==> config.mk <==
export PLATFORM = sky130hd
export DESIGN_NAME = read_counter
export DESIGN_NICKNAME = d
export VERILOG_FILES = /design/src/source/counter_pkg.sv /design/src/source/switch_pkg.sv /design/src/source/coarse_decoder.sv /design/src/source/fine_decoder.sv /design/src/source/phase_sequencer.sv /design/src/source/read_counter.sv /design/src/source/updown_counter.sv
export SDC_FILE = /design/constraint.sdc
export NUM_CORES = 1
export LEC_CHECK = 0
export BUFFER_PORTS_ARGS = -buffer_cell sky130_fd_sc_hd__buf_2
export CAP_MARGIN = 25
export CORE_MARGIN = 5
export CORE_UTILIZATION = 40
export CTS_CLUSTER_DIAMETER = 200
export DETAILED_ROUTE_END_ITERATION = 10
export GPL_TIMING_DRIVEN = 0
export PLACE_DENSITY = 0.65
export SYNTH_ARGS = -nofsm -noshare
export SYNTH_HDL_FRONTEND = slang
export SYNTH_SLANG_ARGS = --single-unit
==> constraint.sdc <==
create_clock -name clk -period 2.55 [get_ports clk]
set_input_delay 0.255 -clock clk [delete_from_list [all_inputs] [get_ports clk]]
set_output_delay 0.255 -clock clk [all_outputs]
set_load 0.01 [all_outputs]
==> src/source/counter_pkg.sv <==
package counter_pkg;

    // Converter word format
    localparam int COUNT_WIDTH = 16;
    localparam int COARSE_WIDTH = 3;
    localparam int FINE_WIDTH = 3;
    localparam int LOW_WIDTH = COUNT_WIDTH - COARSE_WIDTH - FINE_WIDTH;

    // Field view of the count, MSB first
    typedef struct packed {
        logic [COARSE_WIDTH-1:0] coarse;
        logic [FINE_WIDTH-1:0]   fine;
        logic [LOW_WIDTH-1:0]    low;
    } count_fields_t;

    // Raw view for stepping, field view for the switch decoders
    typedef union packed {
        logic [COUNT_WIDTH-1:0] raw;
        count_fields_t          fields;
    } count_word_u;

    // One count request toward the counter
    typedef struct packed {
        logic step;
        logic up;
    } count_cmd_t;

endpackage

==> src/source/switch_pkg.sv <==
package switch_pkg;

    // Low stages driven straight from count bits
    localparam int STAGE_LINES = 7;

    // Lines per decoder ladder
    localparam int SECTOR_LINES = 8;

    // Fine ladder: direct stages plus the vernier line select
    typedef struct packed {
        logic [STAGE_LINES-1:0]  stage;
        logic [SECTOR_LINES-1:0] fine_line;
    } fine_switch_t;

    // Coarse ladder, two neighbouring sectors on at a time
    typedef struct packed {
        logic [SECTOR_LINES-1:0] sector;
    } coarse_switch_t;

endpackage

==> src/source/coarse_decoder.sv <==
`timescale 1ns/1ps
`default_nettype none

module coarse_decoder (
    input  logic                       clk,
    input  logic                       rst_n,
    input  counter_pkg::count_word_u   count,
    output switch_pkg::coarse_switch_t coarse_sw
);
    import counter_pkg::*;
    import switch_pkg::*;

    logic [COARSE_WIDTH-1:0] coarse;
    coarse_switch_t          sw_next;

    assign coarse = count.fields.coarse;

    // Line k is on for sector k and for the sector below it,
    // so the resolver always has an overlap at a handover
    always_comb begin
        for (int k = 0; k < SECTOR_LINES; k++) begin
            sw_next.sector[k] = (coarse == COARSE_WIDTH'(k)) ||
                                (coarse == COARSE_WIDTH'(k - 1));
        end
    end

    always_ff @(posedge clk) begin
        if (!rst_n) begin
            // Sector 0 on a zero count
            coarse_sw.sector <= SECTOR_LINES'(3);
        end else begin
            coarse_sw <= sw_next;
        end
    end

endmodule

`default_nettype wire

==> src/source/fine_decoder.sv <==
`timescale 1ns/1ps
`default_nettype none

module fine_decoder (
    input  logic                     clk,
    input  logic                     rst_n,
    input  counter_pkg::count_word_u count,
    output switch_pkg::fine_switch_t fine_sw
);
    import counter_pkg::*;
    import switch_pkg::*;

    fine_switch_t sw_next;

    always_comb begin
        // Lowest stages follow the count bits directly
        sw_next.stage = count.fields.low[STAGE_LINES-1:0];

        // Vernier line select, one-hot of the fine field
        for (int k = 0; k < SECTOR_LINES; k++) begin
            sw_next.fine_line[k] = (count.fields.fine == FINE_WIDTH'(k));
        end
    end

    always_ff @(posedge clk) begin
        if (!rst_n) begin
            fine_sw.stage     <= '0;
            fine_sw.fine_line <= SECTOR_LINES'(1);
        end else begin
            fine_sw <= sw_next;
        end
    end

endmodule

`default_nettype wire

==> src/source/phase_sequencer.sv <==
`timescale 1ns/1ps
`default_nettype none

module phase_sequencer (
    input  logic                    clk,
    input  logic                    rst_n,
    input  logic                    faz2,
    input  logic                    faz3,
    input  logic                    pi,
    input  logic                    up_lvl,
    input  logic                    dn_lvl,
    output counter_pkg::count_cmd_t cmd
);
    import counter_pkg::*;

    logic       pending;
    logic       pend_up;
    logic       capture;
    logic       issue;
    count_cmd_t cmd_next;

    // Exactly one direction level must be set for a valid pulse
    assign capture = faz2 && pi && (up_lvl ^ dn_lvl) && !pending;

    // Only a request already pending before this cycle can go out
    assign issue = faz3 && pending;

    always_comb begin
        cmd_next.step = issue;
        cmd_next.up   = issue && pend_up;
    end

    always_ff @(posedge clk) begin
        if (!rst_n) begin
            pending <= 1'b0;
            cmd     <= '0;
        end else begin
            cmd <= cmd_next;
            if (capture) begin
                pending <= 1'b1;
            end else if (issue) begin
                pending <= 1'b0;
            end
        end
    end

    // Direction latched with the pulse
    always_ff @(posedge clk) begin
        if (capture) begin
            pend_up <= up_lvl;
        end
    end

endmodule

`default_nettype wire

==> src/source/read_counter.sv <==
`timescale 1ns/1ps
`default_nettype none

module read_counter (
    input  logic                       clk,
    input  logic                       rst_n,
    input  logic                       faz2,
    input  logic                       faz3,
    input  logic                       pi,
    input  logic                       up_lvl,
    input  logic                       dn_lvl,
    input  logic                       cduz,
    output counter_pkg::count_word_u   count,
    output switch_pkg::fine_switch_t   fine_sw,
    output switch_pkg::coarse_switch_t coarse_sw,
    output logic                       del0,
    output logic                       del2
);
    import counter_pkg::*;

    count_cmd_t cmd;

    phase_sequencer phase_sequencer_i (
        .clk    (clk),
        .rst_n  (rst_n),
        .faz2   (faz2),
        .faz3   (faz3),
        .pi     (pi),
        .up_lvl (up_lvl),
        .dn_lvl (dn_lvl),
        .cmd    (cmd)
    );

    updown_counter updown_counter_i (
        .clk   (clk),
        .rst_n (rst_n),
        .cmd   (cmd),
        .cduz  (cduz),
        .count (count),
        .del0  (del0),
        .del2  (del2)
    );

    fine_decoder fine_decoder_i (
        .clk     (clk),
        .rst_n   (rst_n),
        .count   (count),
        .fine_sw (fine_sw)
    );

    coarse_decoder coarse_decoder_i (
        .clk       (clk),
        .rst_n     (rst_n),
        .count     (count),
        .coarse_sw (coarse_sw)
    );

endmodule

`default_nettype wire

==> src/source/updown_counter.sv <==
`timescale 1ns/1ps
`default_nettype none

module updown_counter (
    input  logic                     clk,
    input  logic                     rst_n,
    input  counter_pkg::count_cmd_t  cmd,
    input  logic                     cduz,
    output counter_pkg::count_word_u count,
    output logic                     del0,
    output logic                     del2
);
    import counter_pkg::*;

    logic [COUNT_WIDTH-1:0] toggle;
    logic [COUNT_WIDTH-1:0] next_raw;

    // Ripple toggle chain
    // Up passes on through ones, down passes on through zeros
    always_comb begin
        toggle[0] = cmd.step;
        for (int i = 1; i < COUNT_WIDTH; i++) begin
            toggle[i] = toggle[i-1] & (count.raw[i-1] ~^ cmd.up);
        end
    end

    assign next_raw = count.raw ^ toggle;

    always_ff @(posedge clk) begin
        if (!rst_n) begin
            count.raw <= '0;
            del0      <= 1'b0;
            del2      <= 1'b0;
        end else if (cduz) begin
            // Zeroing overrides any step
            count.raw <= '0;
            del0      <= 1'b0;
            del2      <= 1'b0;
        end else begin
            count.raw <= next_raw;
            // Carry or borrow out of bit 0 reaches bit 1
            del0      <= toggle[1];
            // Out of bit 2 reaches bit 3
            del2      <= toggle[3];
        end
    end

endmodule

`default_nettype wire

==> impl_metrics.yaml <==
timing:
  slew_headroom_pct: 64.41
  fin_skew_ns: 0.004401
  setup_tns_ns: 0
  fmax_mhz: 538.2
  final.period_utilization_pct: 72.87
  drv_slew: 0
  min_period_ns: 1.858
  setup_slack_ns: 0.6919
  hold_viol: 0
  tightestPinTransition_ns: 0.5294
  setup_viol_count_final: 0
  hold_slack_ns: 0.1612
  rsz0062_at_grt: "false"
cts:
  post-cts-setup-buffers: 0
  clk_latency_ns: 0.29
  clk_path_buf_depth: 2
  cts_tree: "done"
  clock-sinks: 45
  cts_resized: 0
  clockRootBuffer: "clkbuf_8"
  cts_inserted_buffers: 5
  h-tree-depth: 2
  cts_hold_buf: 0
  cts.clk_slew.worst_paths_ns: 0.08
critical_path:
  cp-startpoint: "updown_counter_i.count[2]"
  r2r_slack_ns: 0.69
  cpMaxStageDelayCell: "nor4_2"
  cp_cell_sequence: "nor4_2 > o21ai_2 > buf_2 > nor4_2 > mux2i_1"
  start_kind: "register"
  cp-end-kind: "register"
  crit_fanout: 10
  timing.rr.start: "updown_counter_i.count[2]"
  cp.arrival_ns: 2.09
  critical-path-top-delay-family: "simple AND/OR/NAND/NOR gates"
  cp.required_ns: 2.78
  cp_slowest_stage_delay_ns: 0.52
  crit_type: "reg -> reg"
  cp_num_buf_inv: 1
  crit_top_cell: "nor4_2"
pwr:
  ir_worst_vdd_v: 0.0002147
  power_mw: 1.313
  p_leak_nw: 1.039
  power_density_nw_per_um2: 564.8
cells_and_area:
  area_growth_pct: 22.32
  drive_gt1_share_pct: 30.80
  n_antenna_cell: 0
  final_area_sq_um: 2325
  nets: 257
  nFillCells: 449
global_routing:
  track_usage_pct: 12.53
  overflow: 0
  first_global_vias: 1275
  grt_antenna_before_repair: 0
  grt_max_degree: 14
  grt_pass1_wl_um: 6030
logic_synthesis:
  synthCells: 194
  synth_edf_count: 1
  synth_fp_nets: 202
  ys_ff_latch: 45
  ys.flop_type: "dfxtp_1"
  syn_area_sq_um: 1901
  ys_warn_count: 0
  synth.distinct_cells: 38
  synth_area_leaders: "dfxtp_1, nor2_1, xor2_1"
  yosysTopAreaCellShare_pct: 46.35
  syn_area_per_cell_sq_um: 9.797
  yosysSeqAreaShare_pct: 47.93
  async_reset_ff_share_pct: 0
  synth_top_cell_by_area: "dfxtp_1"
place:
  place.gp.congestion: 0.7162
  port-buffer-count: 48
  dp_slack_ns: 0.7265
  place_area_sq_um: 2208
  dp.final_hpwl_um: 2694
routing:
  wl_per_cell_um: 12.27
  wl_um: 3730
  initialDrtViolationCount: 108
  viasPerCell: 4.813
  firstDrtPassIters: 4
  ant_nets: 0
  vias: 1463
  drc: 0
floorplan:
  io-pin-count: 49
  coreArea_sq_um: 4661
  num_rows: 25
  die_h_um: 78.93
  start_util_pct: 40.78
  dieArea_sq_um: 6230
  dieWidth_um: 78.93
hold_path:
  hold_class: "in -> reg"
  hold_start: "up_lvl"
flow_run:
  maxCapViolCount: 0
outcome:
  status: "completed"
==> sequential cells by signal, summed over array words and instances, names as in the netlist <==
name                        cells
phase_sequencer_i.pending       1
phase_sequencer_i.pend_up       1
updown_counter_i.count         16
coarse_decoder_i.coarse_sw      8
phase_sequencer_i.cmd           2
updown_counter_i.del0           1
fine_decoder_i.fine_sw         15
updown_counter_i.del2           1
==> through the flow <==
step	util (%)	instances
finish	49.88	304
global route	49.88	304
CTS	49.88	304
detailed placement	47.38	296
global placement	47.38	296
floorplan	-	194
==> cell usage in the layout, fill, tap and decap left out, drive strengths merged, types with 2 or more instances in the layout <==
cell and count:
buf 60, dfxtp 44, nor2 20, clkbuf 17, nand2 10, and2 9, nand2b 8, xor2 7
nor4 7, xnor2 6, nor3 6, and3 6, a21oi 6, o21ai 6, mux2i 6, o31ai 5
or4 4, and4 4, or3 3, nor2b 2, o21a 2, nand3 2, o221ai 2
==> Yosys cell counts, types with 4 or more instances <==
master and n:
nor2_1 20, o31ai_1 5, nand2_1 10, o21ai_0 5
xnor2_1 6, nor3_1 6, and2_1 9, mux2i_1 5
nand2b_1 8, nor4_2 4, dfxtp_1 44, a21oi_1 6
xor2_1 7, or4_1 4, buf_4 8, clkbuf_1 9
and3_1 6
==> path summary, 6_finish.rpt <==
path                                                   end  depth (start not counted)
worst max-delay path            updown_counter_i.count[15]                          5
worst min-delay path             phase_sequencer_i.pend_up                          1
worst max register to register  updown_counter_i.count[15]                          5
worst min register to register    phase_sequencer_i.cmd[0]                          1
==> worst register-to-register path, cell delays in order (launching register included) <==
cell and delay (ns):
dfxtp_1 0.36, nor4_2 0.52, o21ai_2 0.16, buf_2 0.23, nor4_2 0.33, mux2i_1 0.20
==> power breakdown <==
group | internal, mW | switching (mW)
Sequential | 0.709 | 0.00298
Combinational | 0.0238 | 0.0333
Clock | 0.319 | 0.224
Total | 1.05 | 0.261
==> area by class of cell <==
type	count	area, sq um	area share [%]
timing repair buffer	48	240.2	10.33
sequential	45	910.9	39.18
multi-input combinational	126	830.8	35.74
clock buffer	7	86.33	3.714
tap	54	67.56	2.906
buffer	23	158.9	6.835
clock inverter	1	30.03	1.292
==> logic make-up after synthesis <==
family,share of synthesized area (%)
and+or+nand+nor,26.00
DFF,47.93
AOI/OAI and AO/OA,8.361
buffers and inverters,8.361
xor gates and xnor gates,5.991
muxes,3.357
==> layer usage <==
metal	global-route usage, %	vias to the layer above	part of all wire, %
met3	3.741	8	5.4
met4	6.186	0	2.1
li1	-	769	-
met2	18.25	38	43
met5	0	-	0
met1	16.82	648	49
Note: power is estimated with default switching activity, not from simulation.
